`src/uart_cfg_macros.svh`:
```
// Timeout is counted in clock cycles, not in ms, so a 50 ms wait must be scaled to the clock by the user

`ifndef UART_CFG_MACROS_SVH
`define UART_CFG_MACROS_SVH

// --------------------------------------------------
// Negotiation timing
// --------------------------------------------------

// Longest time, in cycles, that any awaited acknowledge or packet may take
`define UART_TIMEOUT_CYCLES 64

// Line requests the master makes before it falls back to the standard setup
`define UART_MAX_ATTEMPTS 3

// --------------------------------------------------
// Packet encodings
// --------------------------------------------------

// Upper nibble that tags a byte as a configuration packet
`define UART_CFG_MARKER 4'b1010

// Byte sent back to confirm a request or a field packet
`define UART_ACKN_BYTE 8'hFF

`endif
```
`src/uart_cfg_pkg.sv`:
```
// Field layouts are fixed; changing a struct changes the pin order of every port that carries it

package uart_cfg_pkg;

  // --------------------------------------------------
  // Plain vectors
  // --------------------------------------------------

  typedef logic [7:0] byte_t;
  typedef logic [1:0] cfg_opt_t;

  // --------------------------------------------------
  // Line configuration
  // --------------------------------------------------

  typedef enum logic [1:0] {
    DW_5BIT,
    DW_6BIT,
    DW_7BIT,
    DW_8BIT
  } data_width_e;

  // Both codes 2 and 3 disable the parity bit
  typedef enum logic [1:0] {
    EVEN,
    ODD,
    NONE,
    NONE_ALT
  } parity_mode_e;

  // Field identifier carried in bits 3 to 2 of a configuration packet
  typedef enum logic [1:0] {
    DW,
    PM,
    SB,
    EC
  } cfg_field_e;

  typedef struct packed {
    data_width_e  data_width;
    parity_mode_e parity_mode;
    cfg_opt_t     stop_bits;
  } uart_cfg_t;

  // Setup used after reset and whenever a negotiation fails
  localparam uart_cfg_t cfg_std = '{data_width: DW_8BIT, parity_mode: NONE, stop_bits: 2'b00};

  // --------------------------------------------------
  // Receive side
  // --------------------------------------------------

  // Head of the show-ahead RX FIFO plus the receiver status bits
  typedef struct packed {
    byte_t data;
    logic  empty;
    logic  parity;
    logic  frame_err;
    logic  overrun_err;
  } rx_side_t;

  // Classified RX head byte
  typedef struct packed {
    logic       valid;
    logic       is_ackn;
    logic       is_cfg;
    cfg_field_e field;
    cfg_opt_t   option;
  } rx_pkt_t;

  // --------------------------------------------------
  // CPU and transmit side
  // --------------------------------------------------

  typedef struct packed {
    logic      cfg_req;
    logic      std_cfg;
    logic      cfg_wr;
    uart_cfg_t cfg;
    logic      rx_read;
    logic      tx_write;
    byte_t     tx_data;
    logic      irq_ack;
  } cpu_cmd_t;

  // Source of the byte placed in the TX FIFO
  typedef enum logic [1:0] {
    TX_CPU,
    TX_ACKN,
    TX_FIELD
  } tx_kind_e;

  typedef struct packed {
    logic       send;
    tx_kind_e   kind;
    cfg_field_e field;
  } tx_cmd_t;

  // Single field write coming from the slave path
  typedef struct packed {
    logic       valid;
    cfg_field_e field;
    cfg_opt_t   option;
  } cfg_update_t;

  typedef struct packed {
    logic configuration;
    logic parity;
    logic frame;
    logic overrun;
  } uart_error_t;

  // --------------------------------------------------
  // Controller states
  // --------------------------------------------------

  typedef enum logic [3:0] {
    RESET,
    IDLE,
    MST_REQ,
    MST_WAIT_REQ_ACKN,
    MST_SEND,
    MST_WAIT_TX,
    MST_WAIT_ACKN,
    SLV_SEND_ACKN,
    SLV_WAIT_TX,
    SLV_WAIT_PKT,
    STD_LOAD
  } ctrl_state_e;

endpackage

```
`src/uart_cfg_ctrl.sv`:
```
// Frame and overrun errors are passed through unqualified; the user must gate them with FIFO empty

`timescale 1ns/1ps

module uart_cfg_ctrl (
  input  logic                    clk_i,
  input  logic                    rst_n_i,
  input  uart_cfg_pkg::cpu_cmd_t  cpu_i,
  input  uart_cfg_pkg::rx_side_t  rx_i,
  input  logic                    peer_req_i,
  input  logic                    req_done_i,
  input  logic                    tx_done_i,
  output logic                    tx_write_o,
  output uart_cfg_pkg::byte_t     tx_data_o,
  output logic                    rx_read_o,
  output logic                    line_req_o,
  output logic                    stream_mode_o,
  output logic                    cfg_done_o,
  output uart_cfg_pkg::uart_cfg_t cfg_o,
  output uart_cfg_pkg::uart_error_t error_o
);

  // --------------------------------------------------
  // Internal connections
  // --------------------------------------------------

  uart_cfg_pkg::rx_pkt_t     pkt;
  uart_cfg_pkg::tx_cmd_t     tx_cmd;
  uart_cfg_pkg::cfg_update_t upd;
  logic                      parity_err;
  logic                      cfg_err;
  logic                      idle;
  logic                      std_load;

  rx_packet_decoder u_decoder (
    .rx_i         (rx_i),
    .cfg_i        (cfg_o),
    .pkt_o        (pkt),
    .parity_err_o (parity_err)
  );

  cfg_handshake_fsm u_fsm (
    .clk_i         (clk_i),
    .rst_n_i       (rst_n_i),
    .cpu_i         (cpu_i),
    .pkt_i         (pkt),
    .peer_req_i    (peer_req_i),
    .req_done_i    (req_done_i),
    .tx_done_i     (tx_done_i),
    .tx_cmd_o      (tx_cmd),
    .rx_read_o     (rx_read_o),
    .line_req_o    (line_req_o),
    .stream_mode_o (stream_mode_o),
    .idle_o        (idle),
    .std_load_o    (std_load),
    .upd_o         (upd),
    .cfg_err_o     (cfg_err)
  );

  uart_config_reg u_cfg_reg (
    .clk_i      (clk_i),
    .rst_n_i    (rst_n_i),
    .cpu_i      (cpu_i),
    .idle_i     (idle),
    .std_load_i (std_load),
    .upd_i      (upd),
    .cfg_o      (cfg_o)
  );

  tx_packet_encoder u_encoder (
    .cmd_i      (tx_cmd),
    .cpu_i      (cpu_i),
    .cfg_i      (cfg_o),
    .tx_write_o (tx_write_o),
    .tx_data_o  (tx_data_o)
  );

  // --------------------------------------------------
  // Status
  // --------------------------------------------------

  // Configuration is settled whenever the controller sits in idle
  assign cfg_done_o = idle;

  assign error_o = '{
    configuration: cfg_err,
    parity:        parity_err,
    frame:         rx_i.frame_err,
    overrun:       rx_i.overrun_err
  };

endmodule

```
`src/tx_packet_encoder.sv`:
```
// Combinational; the byte is taken by the TX FIFO only in the cycle where the write strobe is high

`timescale 1ns/1ps

`include "uart_cfg_macros.svh"

module tx_packet_encoder (
  input  uart_cfg_pkg::tx_cmd_t   cmd_i,
  input  uart_cfg_pkg::cpu_cmd_t  cpu_i,
  input  uart_cfg_pkg::uart_cfg_t cfg_i,
  output logic                    tx_write_o,
  output uart_cfg_pkg::byte_t     tx_data_o
);

  // Current option of the field being announced
  uart_cfg_pkg::cfg_opt_t opt;

  always_comb begin
    tx_write_o = cmd_i.send;

    case (cmd_i.field)
      uart_cfg_pkg::DW: opt = cfg_i.data_width;
      uart_cfg_pkg::PM: opt = cfg_i.parity_mode;
      uart_cfg_pkg::SB: opt = cfg_i.stop_bits;
      // End of configuration always goes out with option zero
      default:          opt = 2'b00;
    endcase

    case (cmd_i.kind)
      uart_cfg_pkg::TX_ACKN:  tx_data_o = `UART_ACKN_BYTE;
      uart_cfg_pkg::TX_FIELD: tx_data_o = {`UART_CFG_MARKER, cmd_i.field, opt};
      default:                tx_data_o = cpu_i.tx_data;
    endcase
  end

endmodule

```
`src/uart_config_reg.sv`:
```
// CPU writes are ignored outside idle; a standard load overrides any field update in the same cycle

`timescale 1ns/1ps

module uart_config_reg (
  input  logic                      clk_i,
  input  logic                      rst_n_i,
  input  uart_cfg_pkg::cpu_cmd_t    cpu_i,
  input  logic                      idle_i,
  input  logic                      std_load_i,
  input  uart_cfg_pkg::cfg_update_t upd_i,
  output uart_cfg_pkg::uart_cfg_t   cfg_o
);

  uart_cfg_pkg::uart_cfg_t cfg_q;

  // --------------------------------------------------
  // Active line configuration
  // --------------------------------------------------

  always_ff @(posedge clk_i) begin
    if (!rst_n_i) begin
      cfg_q <= uart_cfg_pkg::cfg_std;
    end else if (std_load_i) begin
      // Fallback after a failed negotiation or on CPU request
      cfg_q <= uart_cfg_pkg::cfg_std;
    end else if (upd_i.valid) begin
      // Slave path writes one field per received packet
      case (upd_i.field)
        uart_cfg_pkg::DW: begin
          cfg_q.data_width <= uart_cfg_pkg::data_width_e'(upd_i.option);
        end
        uart_cfg_pkg::PM: begin
          cfg_q.parity_mode <= uart_cfg_pkg::parity_mode_e'(upd_i.option);
        end
        uart_cfg_pkg::SB: begin
          cfg_q.stop_bits <= upd_i.option;
        end
        // End of configuration carries no setting
        default: begin
          cfg_q <= cfg_q;
        end
      endcase
    end else if (idle_i && cpu_i.cfg_wr) begin
      cfg_q <= cpu_i.cfg;
    end
  end

  assign cfg_o = cfg_q;

endmodule

```
`src/cfg_handshake_fsm.sv`:
```
// One write in flight at a time; stray RX bytes seen while a byte is awaited are popped and dropped

`timescale 1ns/1ps

`include "uart_cfg_macros.svh"

module cfg_handshake_fsm (
  input  logic                      clk_i,
  input  logic                      rst_n_i,
  input  uart_cfg_pkg::cpu_cmd_t    cpu_i,
  input  uart_cfg_pkg::rx_pkt_t     pkt_i,
  input  logic                      peer_req_i,
  input  logic                      req_done_i,
  input  logic                      tx_done_i,
  output uart_cfg_pkg::tx_cmd_t     tx_cmd_o,
  output logic                      rx_read_o,
  output logic                      line_req_o,
  output logic                      stream_mode_o,
  output logic                      idle_o,
  output logic                      std_load_o,
  output uart_cfg_pkg::cfg_update_t upd_o,
  output logic                      cfg_err_o
);

  localparam int timer_w   = $clog2(`UART_TIMEOUT_CYCLES);
  localparam int attempt_w = $clog2(`UART_MAX_ATTEMPTS + 1);

  uart_cfg_pkg::ctrl_state_e state_q;
  uart_cfg_pkg::ctrl_state_e state_d;

  // Cycles spent in the current state, cleared on every state change
  logic [timer_w-1:0] timer_q;
  logic [timer_w-1:0] timer_d;

  // Line requests already made in this negotiation, minus one
  logic [attempt_w-1:0] attempt_q;
  logic [attempt_w-1:0] attempt_d;

  // Master uses it as the field being sent, slave as the field last received
  uart_cfg_pkg::cfg_field_e field_q;
  uart_cfg_pkg::cfg_field_e field_d;

  logic timeout;
  logic last_attempt;
  logic set_err;
  logic cfg_err_q;

  assign timeout      = (timer_q == timer_w'(`UART_TIMEOUT_CYCLES - 1));
  assign last_attempt = (attempt_q == attempt_w'(`UART_MAX_ATTEMPTS - 1));
  assign timer_d      = (state_d != state_q) ? '0 : timer_q + 1'b1;

  // --------------------------------------------------
  // State and counter registers
  // --------------------------------------------------

  always_ff @(posedge clk_i) begin
    if (!rst_n_i) begin
      state_q   <= uart_cfg_pkg::RESET;
      timer_q   <= '0;
      attempt_q <= '0;
      field_q   <= uart_cfg_pkg::DW;
      cfg_err_q <= 1'b0;
    end else begin
      state_q   <= state_d;
      timer_q   <= timer_d;
      attempt_q <= attempt_d;
      field_q   <= field_d;
      // A new failure wins over an acknowledge in the same cycle
      if (set_err) begin
        cfg_err_q <= 1'b1;
      end else if (cpu_i.irq_ack) begin
        cfg_err_q <= 1'b0;
      end
    end
  end

  // --------------------------------------------------
  // Next state and strobes
  // --------------------------------------------------

  always_comb begin
    state_d    = state_q;
    attempt_d  = attempt_q;
    field_d    = field_q;
    set_err    = 1'b0;
    rx_read_o  = 1'b0;
    line_req_o = 1'b0;
    tx_cmd_o   = '{send: 1'b0, kind: uart_cfg_pkg::TX_CPU, field: field_q};
    upd_o      = '{valid: 1'b0, field: pkt_i.field, option: pkt_i.option};

    case (state_q)
      // One quiet cycle after reset before handing control to the CPU
      uart_cfg_pkg::RESET: begin
        state_d = uart_cfg_pkg::IDLE;
      end

      uart_cfg_pkg::IDLE: begin
        // CPU FIFO strobes go straight through while nothing is negotiated
        tx_cmd_o.send = cpu_i.tx_write;
        rx_read_o     = cpu_i.rx_read;
        attempt_d     = '0;
        field_d       = uart_cfg_pkg::DW;
        if (peer_req_i) begin
          state_d = uart_cfg_pkg::SLV_SEND_ACKN;
        end else if (cpu_i.cfg_req) begin
          state_d = uart_cfg_pkg::MST_REQ;
        end else if (cpu_i.std_cfg) begin
          state_d = uart_cfg_pkg::STD_LOAD;
        end
      end

      // Line request stays up until the requester reports it is done
      uart_cfg_pkg::MST_REQ: begin
        line_req_o = 1'b1;
        if (req_done_i) begin
          state_d = uart_cfg_pkg::MST_WAIT_REQ_ACKN;
        end
      end

      // Both master waits expect an acknowledge and retry the request on timeout
      uart_cfg_pkg::MST_WAIT_REQ_ACKN,
      uart_cfg_pkg::MST_WAIT_ACKN: begin
        rx_read_o = pkt_i.valid;
        if (pkt_i.is_ackn) begin
          if (state_q == uart_cfg_pkg::MST_WAIT_REQ_ACKN) begin
            state_d = uart_cfg_pkg::MST_SEND;
          end else if (field_q == uart_cfg_pkg::EC) begin
            state_d = uart_cfg_pkg::IDLE;
          end else begin
            field_d = uart_cfg_pkg::cfg_field_e'(field_q + 2'd1);
            state_d = uart_cfg_pkg::MST_SEND;
          end
        end else if (timeout) begin
          if (last_attempt) begin
            set_err = 1'b1;
            state_d = uart_cfg_pkg::STD_LOAD;
          end else begin
            // Start over from the first field on the next request
            attempt_d = attempt_q + 1'b1;
            field_d   = uart_cfg_pkg::DW;
            state_d   = uart_cfg_pkg::MST_REQ;
          end
        end
      end

      uart_cfg_pkg::MST_SEND: begin
        tx_cmd_o.send = 1'b1;
        tx_cmd_o.kind = uart_cfg_pkg::TX_FIELD;
        state_d       = uart_cfg_pkg::MST_WAIT_TX;
      end

      uart_cfg_pkg::SLV_SEND_ACKN: begin
        tx_cmd_o.send = 1'b1;
        tx_cmd_o.kind = uart_cfg_pkg::TX_ACKN;
        state_d       = uart_cfg_pkg::SLV_WAIT_TX;
      end

      // No further TX write until the transmitter has drained the last byte
      uart_cfg_pkg::MST_WAIT_TX,
      uart_cfg_pkg::SLV_WAIT_TX: begin
        if (tx_done_i) begin
          if (state_q == uart_cfg_pkg::MST_WAIT_TX) begin
            state_d = uart_cfg_pkg::MST_WAIT_ACKN;
          end else if (field_q == uart_cfg_pkg::EC) begin
            state_d = uart_cfg_pkg::IDLE;
          end else begin
            state_d = uart_cfg_pkg::SLV_WAIT_PKT;
          end
        end else if (timeout) begin
          set_err = 1'b1;
          state_d = uart_cfg_pkg::STD_LOAD;
        end
      end

      // Each configuration packet updates one field and is acknowledged
      uart_cfg_pkg::SLV_WAIT_PKT: begin
        rx_read_o = pkt_i.valid;
        if (pkt_i.is_cfg) begin
          upd_o.valid = 1'b1;
          field_d     = pkt_i.field;
          state_d     = uart_cfg_pkg::SLV_SEND_ACKN;
        end else if (timeout) begin
          set_err = 1'b1;
          state_d = uart_cfg_pkg::STD_LOAD;
        end
      end

      uart_cfg_pkg::STD_LOAD: begin
        state_d = uart_cfg_pkg::IDLE;
      end

      default: begin
        state_d = uart_cfg_pkg::IDLE;
      end
    endcase
  end

  // --------------------------------------------------
  // Status outputs
  // --------------------------------------------------

  assign idle_o        = (state_q == uart_cfg_pkg::IDLE);
  assign std_load_o    = (state_q == uart_cfg_pkg::STD_LOAD);
  // Reset cycle counts as quiet, every other non idle state is a negotiation
  assign stream_mode_o = !idle_o && (state_q != uart_cfg_pkg::RESET);
  assign cfg_err_o     = cfg_err_q;

endmodule

```
`src/rx_packet_decoder.sv`:
```
// Purely combinational; the head byte is only meaningful while the RX FIFO reports not empty

`timescale 1ns/1ps

`include "uart_cfg_macros.svh"

module rx_packet_decoder (
  input  uart_cfg_pkg::rx_side_t  rx_i,
  input  uart_cfg_pkg::uart_cfg_t cfg_i,
  output uart_cfg_pkg::rx_pkt_t   pkt_o,
  output logic                    parity_err_o
);

  // XOR over the data bits that the current width actually uses
  logic data_xor;
  // Set when the expected parity bit is the inverse of the data XOR
  logic odd_mode;
  // Set for EVEN and ODD, clear for both NONE codes
  logic check_en;

  // --------------------------------------------------
  // Packet classification
  // --------------------------------------------------

  always_comb begin
    pkt_o.valid   = !rx_i.empty;
    pkt_o.is_ackn = pkt_o.valid && (rx_i.data == `UART_ACKN_BYTE);
    pkt_o.is_cfg  = pkt_o.valid && (rx_i.data[7:4] == `UART_CFG_MARKER);
    // Field and option are split out whatever the byte is, is_cfg qualifies them
    pkt_o.field   = uart_cfg_pkg::cfg_field_e'(rx_i.data[3:2]);
    pkt_o.option  = rx_i.data[1:0];
  end

  // --------------------------------------------------
  // Parity check
  // --------------------------------------------------

  always_comb begin
    case (cfg_i.data_width)
      uart_cfg_pkg::DW_5BIT: data_xor = ^rx_i.data[4:0];
      uart_cfg_pkg::DW_6BIT: data_xor = ^rx_i.data[5:0];
      uart_cfg_pkg::DW_7BIT: data_xor = ^rx_i.data[6:0];
      default:               data_xor = ^rx_i.data;
    endcase
    odd_mode = (cfg_i.parity_mode == uart_cfg_pkg::ODD);
    check_en = (cfg_i.parity_mode == uart_cfg_pkg::EVEN) || odd_mode;
    // A mismatch only counts for a byte that is really present
    parity_err_o = pkt_o.valid && check_en && (rx_i.parity != (data_xor ^ odd_mode));
  end

endmodule

```
`config.mk`:
```
export PLATFORM = sky130hd
export DESIGN_NAME = uart_cfg_ctrl
export DESIGN_NICKNAME = d
export VERILOG_FILES = /design/src/uart_cfg_pkg.sv /design/src/uart_cfg_ctrl.sv /design/src/tx_packet_encoder.sv /design/src/uart_config_reg.sv /design/src/cfg_handshake_fsm.sv /design/src/rx_packet_decoder.sv
export VERILOG_INCLUDE_DIRS = /design/src
export SDC_FILE = /design/constraint.sdc
export NUM_CORES = 1
export LEC_CHECK = 0
export BUFFER_PORTS_ARGS = -buffer_cell sky130_fd_sc_hd__buf_2
export CORE_MARGIN = 3
export CORE_UTILIZATION = 48
export DETAILED_ROUTE_END_ITERATION = 7
export PLACE_DENSITY = 0.87
export SYNTH_ARGS = -nofsm -noshare
export SYNTH_HDL_FRONTEND = slang
export SYNTH_SLANG_ARGS = --single-unit
```
`constraint.sdc`:
```
create_clock -name clk_i -period 2.57 [get_ports clk_i]
set_input_delay 0.257 -clock clk_i [delete_from_list [all_inputs] [get_ports clk_i]]
set_output_delay 0.257 -clock clk_i [all_outputs]
set_load 0.02 [all_outputs]
```
After elaboration in Yosys (flattened, before gate mapping)
Index checks and enable logic that the tools add are counted.
{"block": "totals", "latch_bits": 0, "register_bits": 21, "inputBits": 37, "mem_count": 0, "ramBits": 0, "romBits": 0}
{"block": "classes", "n_addsub": 3, "n_mux": 49, "reduce_logical": 33, "n_div": 0, "shifts": 0, "n_lt_le_gt_ge": 0, "multipliers": 0, "bitwise": 2, "n_eq_ne": 37}
{"op": "4-bit 2-to-1 mux", "count": 13}
{"op": "4-bit case mux with 7 select lines", "count": 1}
{"op": "2-bit 2-to-1 mux", "count": 12}
{"op": "4-bit by 3-bit == test with 1-bit output (second input constant)", "count": 4}
{"op": "4-bit == test (second input constant)", "count": 4}
{"op": "8-bit case mux with 2 select lines", "count": 1}
{"op": "2-bit == test (second input constant)", "count": 6}
{"op": "6-bit 2-to-1 mux", "count": 2}
{"op": "2-bit != test (second input constant)", "count": 6}
{"op": "2-bit case mux with 3 select lines", "count": 2}
{"op": "1-bit 2-to-1 mux", "count": 11}
{"op": "2-bit by 1-bit == test with 1-bit output (second input constant)", "count": 5}
{"op": "2-bit OR reduction", "count": 5}
{"op": "3-bit != test (second input constant)", "count": 3}
{"op": "4-bit by 2-bit == test with 1-bit output (second input constant)", "count": 2}
{"op": "8-bit == test (second input constant)", "count": 1}
{"op": "2-bit logical NOT", "count": 4}
{"op": "2-bit case mux with 2 select lines", "count": 2}
{"op": "8-bit XOR reduction", "count": 1}
{"op": "7-bit XOR reduction", "count": 1}
{"op": "6-bit by 1-bit adder with 6-bit output (second input constant)", "count": 1}
{"op": "6-bit == test (second input constant)", "count": 1}
{"op": "1-bit logical AND", "count": 6}
{"op": "1-bit case mux with 3 select lines", "count": 2}
{"op": "other kinds (21)", "count": 28}

Logic depth before layout (Yosys ltp)
Gate-level depths: netlist of the first run.
{"block": "logic_depth", "depth_word": 7, "depth_mapped": 10, "depth_no_buf": 9}

Cells and area by module
A second synthesis of the first run with hierarchy kept.
{"block": "unflattened", "hier_cells": 276, "hier_area_um2": 2177.1}
{"mod": "cfg_handshake_fsm", "seq_area_each_um2": 300.3, "cells_per_inst": 171, "area_each_um2": 1292.5, "instances": 1}
{"mod": "uart_config_reg", "seq_area_each_um2": 120.1, "cells_per_inst": 39, "area_each_um2": 352.8, "instances": 1}
{"mod": "rx_packet_decoder", "seq_area_each_um2": 0.0, "cells_per_inst": 32, "area_each_um2": 311.5, "instances": 1}
{"mod": "tx_packet_encoder", "seq_area_each_um2": 0.0, "cells_per_inst": 30, "area_each_um2": 190.2, "instances": 1}
{"mod": "uart_cfg_ctrl", "seq_area_each_um2": 0.0, "cells_per_inst": 4, "area_each_um2": 30.0, "instances": 1}

Worst setup path after synthesis of the first run
Ideal clock, no wire load.
{"block": "synth_timing", "path_kind": "reg2reg", "start": "register u_fsm.state_q[0]", "end": "register u_fsm.timer_q[2]", "arrival_ps": 2306, "period_less_slack_ps": 2398, "required_ps": 2478, "path_slack_ps": 172, "path_stages_with_launch": 10, "setup_time_ps": 92, "path_cell_list": "dfxtp_1 buf_4 or4b_4 ha_1 or4b_1 o211ai_2 nor4b_4 and4_1 o211ai_2 nor4_1"}
{"block": "synth_between", "elab_chain_cells": 6, "word_cells_on_any_way": 25, "classes_between": "10 x eq/ne; 12 x mux; 3 x reduce/logical"}
{"element": "start, declared", "line_no": "cfg_handshake_fsm.sv:28", "source": "uart_cfg_pkg::ctrl_state_e state_q;"}
{"element": "start signal, assigned", "line_no": "cfg_handshake_fsm.sv:58", "source": "state_q <= uart_cfg_pkg::RESET;"}
{"element": "start signal, assigned", "line_no": "cfg_handshake_fsm.sv:64", "source": "state_q <= state_d;"}
{"element": "4-bit by 3-bit == test with 1-bit output (tied with other cells)", "line_no": "cfg_handshake_fsm.sv:91, cfg_handshake_fsm.sv:162"}
{"element": "4-bit 2-to-1 mux (on tied branches)", "line_no": "cfg_handshake_fsm.sv:162, cfg_handshake_fsm.sv:105, cfg_handshake_fsm.sv:125"}
{"element": "4-bit 2-to-1 mux (on tied branches)", "line_no": "cfg_handshake_fsm.sv:161, cfg_handshake_fsm.sv:103, cfg_handshake_fsm.sv:124"}
{"element": "4-bit case mux with 7 select lines", "line_no": "cfg_handshake_fsm.sv:91", "source": "case (state_q)"}
{"element": "4-bit != test (*)", "line_no": "cfg_handshake_fsm.sv:50", "source": "assign timer_d = (state_d != state_q) ? '0 : timer_q + 1'b1;"}
{"element": "2-bit OR reduction (no line) (*)"}
{"element": "end signal, assigned", "line_no": "cfg_handshake_fsm.sv:65", "source": "timer_q <= timer_d;"}
{"element": "end, declared", "line_no": "cfg_handshake_fsm.sv:32", "source": "logic [timer_w-1:0] timer_q;"}
Mark *: on every way between the ends. The rest lies on a longest branch, timed or not.
A chain may end at the register's enable or synchronous reset.

==> summary.txt, run 1 <==
Cells and area
  • Area of the multi-input gates: 1550 um2
  • Fin cells: 367
  • Cell area after layout: 2470 um2
  • Register area: 420 um2
  • Area added between synthesis and finish: 16.8%
  • Nets: 373
  • Fillers: 360
  • Antenna cells: 0
  • Share of cells above drive strength 1: 0.287
  • Commonest non-fill, non-tap cells in the layout: buf_2 (55), nor2_1 (26), dfxtp_1 (21), nand2_1 (18)
  • Most common cell after layout, fill and taps aside: buf_2

Floorplan
  • Num ports: 60
  • Initial core utilization: 0.513
  • Num rows: 23
  • Core Area: 4120 um2
  • Die Wd: 72.3 um
  • Vert. Die Dim: 72.3 um
  • Die Area: 5230 um2

Worst setup path
  • Critical Path Sink Type: output pin
  • Setup CP Type: in -> out
  • WP data arrival: 2.21 ns
  • Required @ worst endpoint: 2.31 ns
  • Startpoint types: primary input
  • CP max FO: 2

Clocking
  • CTS root buf: clkbuf_8
  • Clk slew on worst S/H paths: 0.07 ns
  • Clk sinks: 21
  • Hold_buf cts: 0
  • Clk_lat worst skew: 0.27 ns
  • CTS tree: built
  • Inserted Clock Buffers: 3
  • Max clock buf depth: 2
  • H-tree Lvls: 1

Power and ir drop
  • Clock share of power: 0.117
  • Seq pwr share: 0.225
  • Logic pwr share: 0.658
  • P_int: 1010 uW
  • Leakage: 0.00110 uW
  • Total Power: 1910 uW
  • Net Switching: 897 uW
  • Sw Ratio: 0.470
  • Worst vdd ir: 341 uV
  • Power per standard cell area: 773 nW/um2

Global route
  • Initial antenna violation count: 0
  • Vias in the first global route: 1,912
  • Gr usage total: 0.207
  • Overflow after GRT: 0
  • Global-route wire length before repair: 8.67 mm
  • Largest net degree at the start of global routing: 25

Logic synthesis
  • Syn Area/Cell: 7.97 um2
  • Leading area contributor after synthesis: dfxtp_1
  • Post-synth EDFFs: 0
  • Netlist cell types: 62
  • FFs w/ async S/R, synth: 0
  • Synthesized area: 2110 um2
  • Largest cells by area after synthesis: dfxtp_1 (20%), ha_1 (11%), nor2_1 (4.6%)
  • Synth Flop Type: dfxtp_1
  • #FFs+latches synth: 21
  • Cell count after synthesis: 265
  • Post-synth net total: 320
  • Total number of yosys warnings: 0
  • Yosys top cell area share: 0.199
  • Sequential area share after synthesis: 0.199

Timing
  • Fmax achieved: 0.406 GHz
  • Setup WS post-layout: 0.104 ns
  • Hold_ws: 0.297 ns
  • Final period util: 0.960
  • Max Slew Vio Count: 0
  • Final hold vios: 0
  • Worst Clk Skew: 0.0114 ns
  • Max_slew headroom: 0.706
  • Actual slew at the worst max-slew pin: 0.438 ns
  • Setup violations, final: 0
  • Min Tclk post-route: 2.47 ns

Place
  • Pre-CTS WS: 0.0579 ns
  • Placed cells: 362
  • Final HPWL DP: 4.26 mm
  • Placed Area: 2390 um2
  • PortBufs: 55
  • GP Congestion: 0.922

Route
  • Final ANT Viol Nets: 0
  • Vias per cell: 5.78
  • Via count: 2,120
  • WL final: 5.46 mm
  • DRT Pass-1 Iters: 4
  • WL per Instance: 14.9 um
  • First-iteration detailed-routing DRC count: 196
  • DRC: 0

Job
  • Number of max-cap violations: 0

Run status
  • Status: finished, final reports clean

Hold path
  • HP Class: in -> reg
[routing by layer]
metal  track usage  vias up  wire (um)
met1         0.290      968       2490
met2         0.329       77       2520
met3        0.0208       11        336
li1              -     1064          -
met4        0.0772        0        110
met5             0        -          0
[synthesized netlist by cell type, types with 4 or more instances]
cell,instances
a211oi_1,4
ha_1,18
and2_1,4
mux2_2,5
mux2i_1,7
nor2b_1,5
o21ai_0,10
nand2_1,18
inv_1,15
xnor2_1,6
nand2b_1,8
nor2_1,26
buf_4,6
nor4_1,5
nand3_1,12
dfxtp_1,21
nor3_1,4
a31oi_1,7
a21oi_1,17
[layout make-up]
| type | count | area share |
|---|---|---|
| inverter | 16 | 0.0244 |
| multi-input combinational | 214 | 0.628 |
| sequential | 21 | 0.170 |
| clock inverter | 1 | 0.00203 |
| timing repair buffer | 62 | 0.133 |
| tap | 50 | 0.0254 |
| clock buffer | 3 | 0.0167 |
[worst paths after layout]
check                    from  slack, ns  cells after the start                to
max reg2reg  u_fsm.state_q[1]       0.12                      8  u_fsm.timer_q[0]
min reg2reg  u_fsm.timer_q[0]       0.49                      1  u_fsm.timer_q[0]
min                   rst_n_i       0.30                      3  u_fsm.timer_q[1]
max                   rx_i[8]       0.10                     10        error_o[2]
[power by group through the flow]
stage | Combinational [uW] | Sequential, uW | Clock [uW]
floorplan | 906 | 449 | 0
global placement | 1150 | 431 | 0
detailed placement | 1180 | 435 | 0
CTS | 1190 | 428 | 228
global route | 1380 | 438 | 237
finish | 1250 | 429 | 223
[sequential cells by signal (all words and copies together) (netlist names)]
signal	flops
u_cfg_reg.cfg_o	6
u_fsm.attempt_q	2
u_fsm.cfg_err_o	1
u_fsm.field_q	2
u_fsm.state_q	4
u_fsm.timer_q	6
[cells by family (layout without fill, tap and decap cells)]
group,Yosys count,in the layout,share of synthesized area
AO/OA/AOI/OAI,64,64,0.202
adder cells (fa/ha/maj),18,18,0.107
AND/OR/NAND/NOR,109,109,0.301
multiplexers,12,12,0.0599
buffers and inverters,30,82,0.0765
XOR/XNOR,11,11,0.0557
flip-flops,21,21,0.199
[critical path, stage by stage]
cell and delay (ns):
buf_2 0.09, inv_1 0.05, ha_1 0.31, xnor3_1 0.41, mux2_2 0.34, a22oi_1 0.17, o21ai_0 0.13, xnor2_1 0.14
nor3_1 0.12, buf_2 0.19
[timing repair]
| item | in CTS | in global routing |
|---|---|---|
| setup endpoints to repair | 0 | 7 |
| buffers inserted | 0 | 1 |
| gates resized for setup | 0 | 4 |
[metrics by stage]
stage	util	TNS [ns]
floorplan	-	0
global placement	0.581	0
detailed placement	0.581	0
CTS	0.593	0
global route	0.599	-0.0224
finish	0.599	0
Power figures use the tool's default switching activity.
==> inputs of run 2 (changes only) <==
Settings changed: BUFFER_PORTS_ARGS -buffer_cell sky130_fd_sc_hd__buf_2 to -buffer_cell sky130_fd_sc_hd__buf_4.
==> run 2 against run 1 <==
Final cell count down 0.27%. Clock-buffer cell count up 1. Wire length up 7.8%. Largest cell class unchanged. Largest power group unchanged.
==> summary.txt, run 2 (synthesized netlist as in run 1, its figures left out) <==
Floorplan
  • Num rows: 23
  • Die Wd: 72.3 um
  • Die Area: 5230 um2
  • Core Area: 4120 um2
  • Vert. Die Dim: 72.3 um
  • Initial core utilization: 0.513
  • Num ports: 60

Global route
  • Vias in the first global route: 2,081
  • Overflow after GRT: 0
  • Gr usage total: 0.221
  • Initial antenna violation count: 0
  • Largest net degree at the start of global routing: 23
  • Global-route wire length before repair: 9.39 mm

Power and ir drop
  • Logic pwr share: 0.679
  • Sw Ratio: 0.473
  • Seq pwr share: 0.214
  • Clock share of power: 0.107
  • Power per standard cell area: 773 nW/um2
  • Worst vdd ir: 347 uV
  • Net Switching: 958 uW
  • Leakage: 0.00113 uW
  • P_int: 1070 uW

Cells and area
  • Nets: 372
  • Most common cell after layout, fill and taps aside: buf_4
  • Area added between synthesis and finish: 24.3%
  • Commonest non-fill, non-tap cells in the layout: buf_4 (61), nor2_1 (26), dfxtp_1 (20), nand2_1 (18)
  • Cell area after layout: 2620 um2
  • Share of cells above drive strength 1: 0.297
  • Antenna cells: 0
  • Fin cells: 366

Place
  • Final HPWL DP: 4.58 mm
  • PortBufs: 55
  • Placed cells: 362
  • GP Congestion: 0.899
  • Placed Area: 2530 um2

Worst setup path
  • Required @ worst endpoint: 2.70 ns
  • Worst-path cell chain: or4b_4, ha_2, or4b_1, o211ai_2, nor4b_4, a31oi_1, o211ai_4, nor3_1
  • Bufs and invs on worst path: 0
  • Setup CP Type: reg -> reg
  • Crit-path leading delay family: simple AND/OR/NAND/NOR gates
  • Reg2Reg Depth: 8
  • Slowest-stage cell, CP: or4b_4
  • CP max FO: 8
  • Critical Path Sink Type: flip-flop
  • Slowest stage delay, CP: 0.50 ns
  • WP data arrival: 2.62 ns
  • Worst path depth: 8
  • Startpoint types: flip-flop

Clocking
  • CTS tree: built
  • Clk_lat worst skew: 0.26 ns
  • Max clock buf depth: 2
  • Clk sinks: 21
  • CTS root buf: clkbuf_8
  • Clk slew on worst S/H paths: 0.08 ns
  • H-tree Lvls: 1
  • Inserted Clock Buffers: 3

Timing
  • Setup violations, final: 0
  • Max_slew headroom: 0.672
  • Final period util: 0.968
  • Hold_ws: 0.269 ns
  • Max Slew Vio Count: 0
  • Fmax achieved: 0.402 GHz
  • Min Tclk post-route: 2.49 ns
  • Worst Clk Skew: 0.00454 ns
  • Actual slew at the worst max-slew pin: 0.491 ns
  • Final hold vios: 0

Route
  • DRC: 0
  • Final ANT Viol Nets: 0
  • Vias per cell: 5.91
  • WL per Instance: 16.1 um
  • Via count: 2,163
  • First-iteration detailed-routing DRC count: 165
  • WL final: 5.89 mm
  • DRT Pass-1 Iters: 4

Hold path
  • HP Class: in -> reg
  • Hold path depth: 2

Run status
  • Status: finished, final reports clean

Job
  • Number of max-cap violations: 0
## run 2: cell types whose count changed in the layout (fill, tap and decap cells not counted), moves of 4 or more
cell / delta
nor4_1: -4
buf_2: -55
nor4_2: +4
buf_4: +54
## run 2: per-layer routing
metal | vias up | global-route usage | part of all wire
met4 | 0 | 0.0752 | 0.025
met3 | 19 | 0.0319 | 0.084
met1 | 982 | 0.287 | 0.41
li1 | 1057 | - | -
met2 | 105 | 0.374 | 0.48
met5 | - | 0 | 0
## run 2: final cells by class
type	count	area [um2]
timing repair buffer	61	458
fill	365	1490
tap	50	62.6
clock buffer	4	45.0
sequential	21	424
inverter	16	60.1
multi-input combinational	214	1570
## run 2: worst paths after layout
check	from	endpoint	slack, ns
worst max-delay path	u_fsm.state_q[2]	u_fsm.timer_q[1]	0.08
worst min-delay path	rst_n_i	u_fsm.attempt_q[1]	0.27
worst max register to register	u_fsm.state_q[2]	u_fsm.timer_q[1]	0.08
worst min register to register	u_fsm.attempt_q[0]	u_fsm.attempt_q[0]	0.50
## run 2: timing repair
item | 4_1_cts | 5_1_grt
gates resized for setup | 0 | 11
setup endpoints to repair | 0 | 7
hold buffers | 0 | 0
setup buffers | 0 | 0
## run 2: metrics by stage
step           utilization  TNS, ns  total power [uW]  setup WS, ns
2_1_floorplan            -        0              1360         0.172
3_3_place_gp         0.615        0              1650         0.120
3_5_place_dp         0.615        0              1690        0.0471
4_1_cts              0.626        0              1910        0.0399
5_1_grt              0.638   -0.156              2160       -0.0587
6_report             0.638        0              2030        0.0818
## run 2: power groups by stage
stage	registers [uW]	logic [uW]	clock network [uW]
6_report	435	1380	216
5_1_grt	441	1490	230
4_1_cts	431	1260	217
3_5_place_dp	439	1250	0
3_3_place_gp	436	1220	0
2_1_floorplan	449	906	0
==> inputs of run 3 (changes only) <==
Settings changed: REMOVE_ABC_BUFFERS from default to 1.
==> run 3 against run 2 <==
Worst setup slack gained 0.043 ns. Hold slack lost 0.026 ns. Global-route usage grew 0.12 points. Clock skew shrank 0.0018 ns. Maximum frequency grew 1.8%. Wire length shrank 1.7%. Sequential cell count is the same. First-iteration DRC count grew 61%. Cell area grew 1.3%. Largest cell class unchanged. Die area is the same. Largest power group unchanged. Total power grew 0.87%.
==> summary.txt, run 3 (synthesized netlist as in run 1, its figures left out) <==
Power and ir drop
  • Clock share of power: 0.113
  • Worst vdd ir: 335 uV
  • Net Switching: 955 uW
  • Logic pwr share: 0.675
  • Power per standard cell area: 770 nW/um2
  • Sw Ratio: 0.467
  • Total Power: 2050 uW
  • Leakage: 0.00115 uW
  • P_int: 1090 uW
  • Seq pwr share: 0.212

Floorplan
  • Core Area: 4120 um2
  • Die Wd: 72.3 um
  • Initial core utilization: 0.513
  • Die Area: 5230 um2
  • Vert. Die Dim: 72.3 um
  • Num rows: 23
  • Num ports: 60

Worst setup path
  • Worst-path cell chain: or4b_4, ha_4, or4b_1, o211ai_2, nor4b_4, and4_4, o211ai_4, nor4_2
  • Slowest stage delay, CP: 0.57 ns
  • Startpoint types: flip-flop
  • Crit-path leading delay family: simple AND/OR/NAND/NOR gates
  • WP data arrival: 2.63 ns
  • Critical Path Sink Type: flip-flop
  • Bufs and invs on worst path: 0
  • Setup CP Type: reg -> reg
  • Reg2reg setup slack: 0.13 ns
  • Required @ worst endpoint: 2.76 ns
  • CP max FO: 6
  • Slowest-stage cell, CP: or4b_4

Place
  • Placed Area: 2530 um2
  • Final HPWL DP: 4.47 mm
  • PortBufs: 55
  • GP Congestion: 0.899
  • Pre-CTS WS: 0.0713 ns

Route
  • First-iteration detailed-routing DRC count: 266
  • WL final: 5.79 mm
  • Final ANT Viol Nets: 0
  • Vias per cell: 6.03
  • DRC: 0
  • WL per Instance: 15.7 um
  • Via count: 2,219
  • DRT Pass-1 Iters: 6

Cells and area
  • Area added between synthesis and finish: 25.9%
  • Register area: 420 um2
  • Antenna cells: 0
  • Nets: 374
  • Commonest non-fill, non-tap cells in the layout: buf_4 (63), nor2_1 (26), dfxtp_1 (21), nand2_1 (18), a21oi_1 (17)
  • Most common cell after layout, fill and taps aside: buf_4
  • Area of the multi-input gates: 1600 um2
  • Cell area after layout: 2660 um2
  • Share of cells above drive strength 1: 0.308
  • Fillers: 350

Timing
  • Actual slew at the worst max-slew pin: 0.503 ns
  • Worst Clk Skew: 0.00276 ns
  • Max_slew headroom: 0.661
  • Final period util: 0.951
  • Fmax achieved: 0.409 GHz
  • Max Slew Vio Count: 0
  • Setup violations, final: 0
  • Setup WS post-layout: 0.125 ns
  • RSZ-0062 raised after global routing: false
  • Min Tclk post-route: 2.44 ns
  • Final hold vios: 0

Global route
  • Global-route wire length before repair: 9.41 mm
  • Largest net degree at the start of global routing: 23
  • Vias in the first global route: 2,138
  • Initial antenna violation count: 0
  • Overflow after GRT: 0
  • Gr usage total: 0.222

Clocking
  • Clk sinks: 21
  • Clk slew on worst S/H paths: 0.08 ns
  • Max clock buf depth: 2
  • CTS root buf: clkbuf_8
  • H-tree Lvls: 1
  • Inserted Clock Buffers: 3
  • CTS tree: built
  • Clk_lat worst skew: 0.27 ns

Hold path
  • HP Class: in -> reg

Run status
  • Status: finished, final reports clean

Job
  • Number of max-cap violations: 0
-- run 3: worst reg2reg max path, delay by kind of cell, from the launching register on --
family                     cells  cell delay [ns]
adders and majority gates      1             0.20
and+or+nand+nor                5             1.57
DFF                            1             0.34
AOI/OAI and AO/OA              2             0.25
-- run 3: timing repair --
action	in CTS	in global routing
gates resized for setup	0	12
endpoints found under the setup margin	0	7
hold buffers	0	0
setup buffers	0	2
-- run 3: worst paths after layout --
check,startpoint,endpoint,cells past startpoint
min reg2reg,u_fsm.attempt_q[0],u_fsm.attempt_q[0],2
max reg2reg,u_fsm.state_q[0],u_fsm.timer_q[2],8
min,rst_n_i,u_fsm.attempt_q[1],2
max,u_fsm.state_q[0],u_fsm.timer_q[2],8
-- run 3: power by group through the flow --
stage | Clock [uW] | Combinational, uW | Sequential (uW)
after floorplan | 0 | 784 | 508
after CTS | 230 | 1250 | 432
after detailed placement | 0 | 1240 | 438
after global placement | 0 | 1210 | 437
final | 231 | 1380 | 434
after global routing | 248 | 1490 | 441
-- run 3: area by class of cell --
class                   instances  area share
well taps                      50      0.0235
multi-input cells             214       0.600
repair buffers                 63       0.178
clock buffers                   3      0.0155
flip-flops and latches         21       0.158
clock inverters                 1     0.00188
inverters                      16      0.0226
-- run 3: routing by layer --
layer | track usage | up-vias | routed length [um]
met4 | 0.0752 | 0 | 188
met2 | 0.380 | 106 | 2780
met5 | 0 | - | 0
met3 | 0.0402 | 27 | 435
met1 | 0.280 | 1029 | 2380
li1 | - | 1057 | -
-- run 3: through the flow --
| step | cells | util | hold slack, ns | setup TNS, ns |
|---|---|---|---|---|
| 2_1_floorplan | 251 | - | 0.374 | -0.173 |
| 3_3_place_gp | 362 | 0.615 | 0.452 | 0 |
| 3_5_place_dp | 362 | 0.615 | 0.463 | 0 |
| 4_1_cts | 366 | 0.626 | 0.248 | 0 |
| 5_1_grt | 368 | 0.646 | 0.261 | 0 |
| 6_report | 368 | 0.646 | 0.243 | 0 |
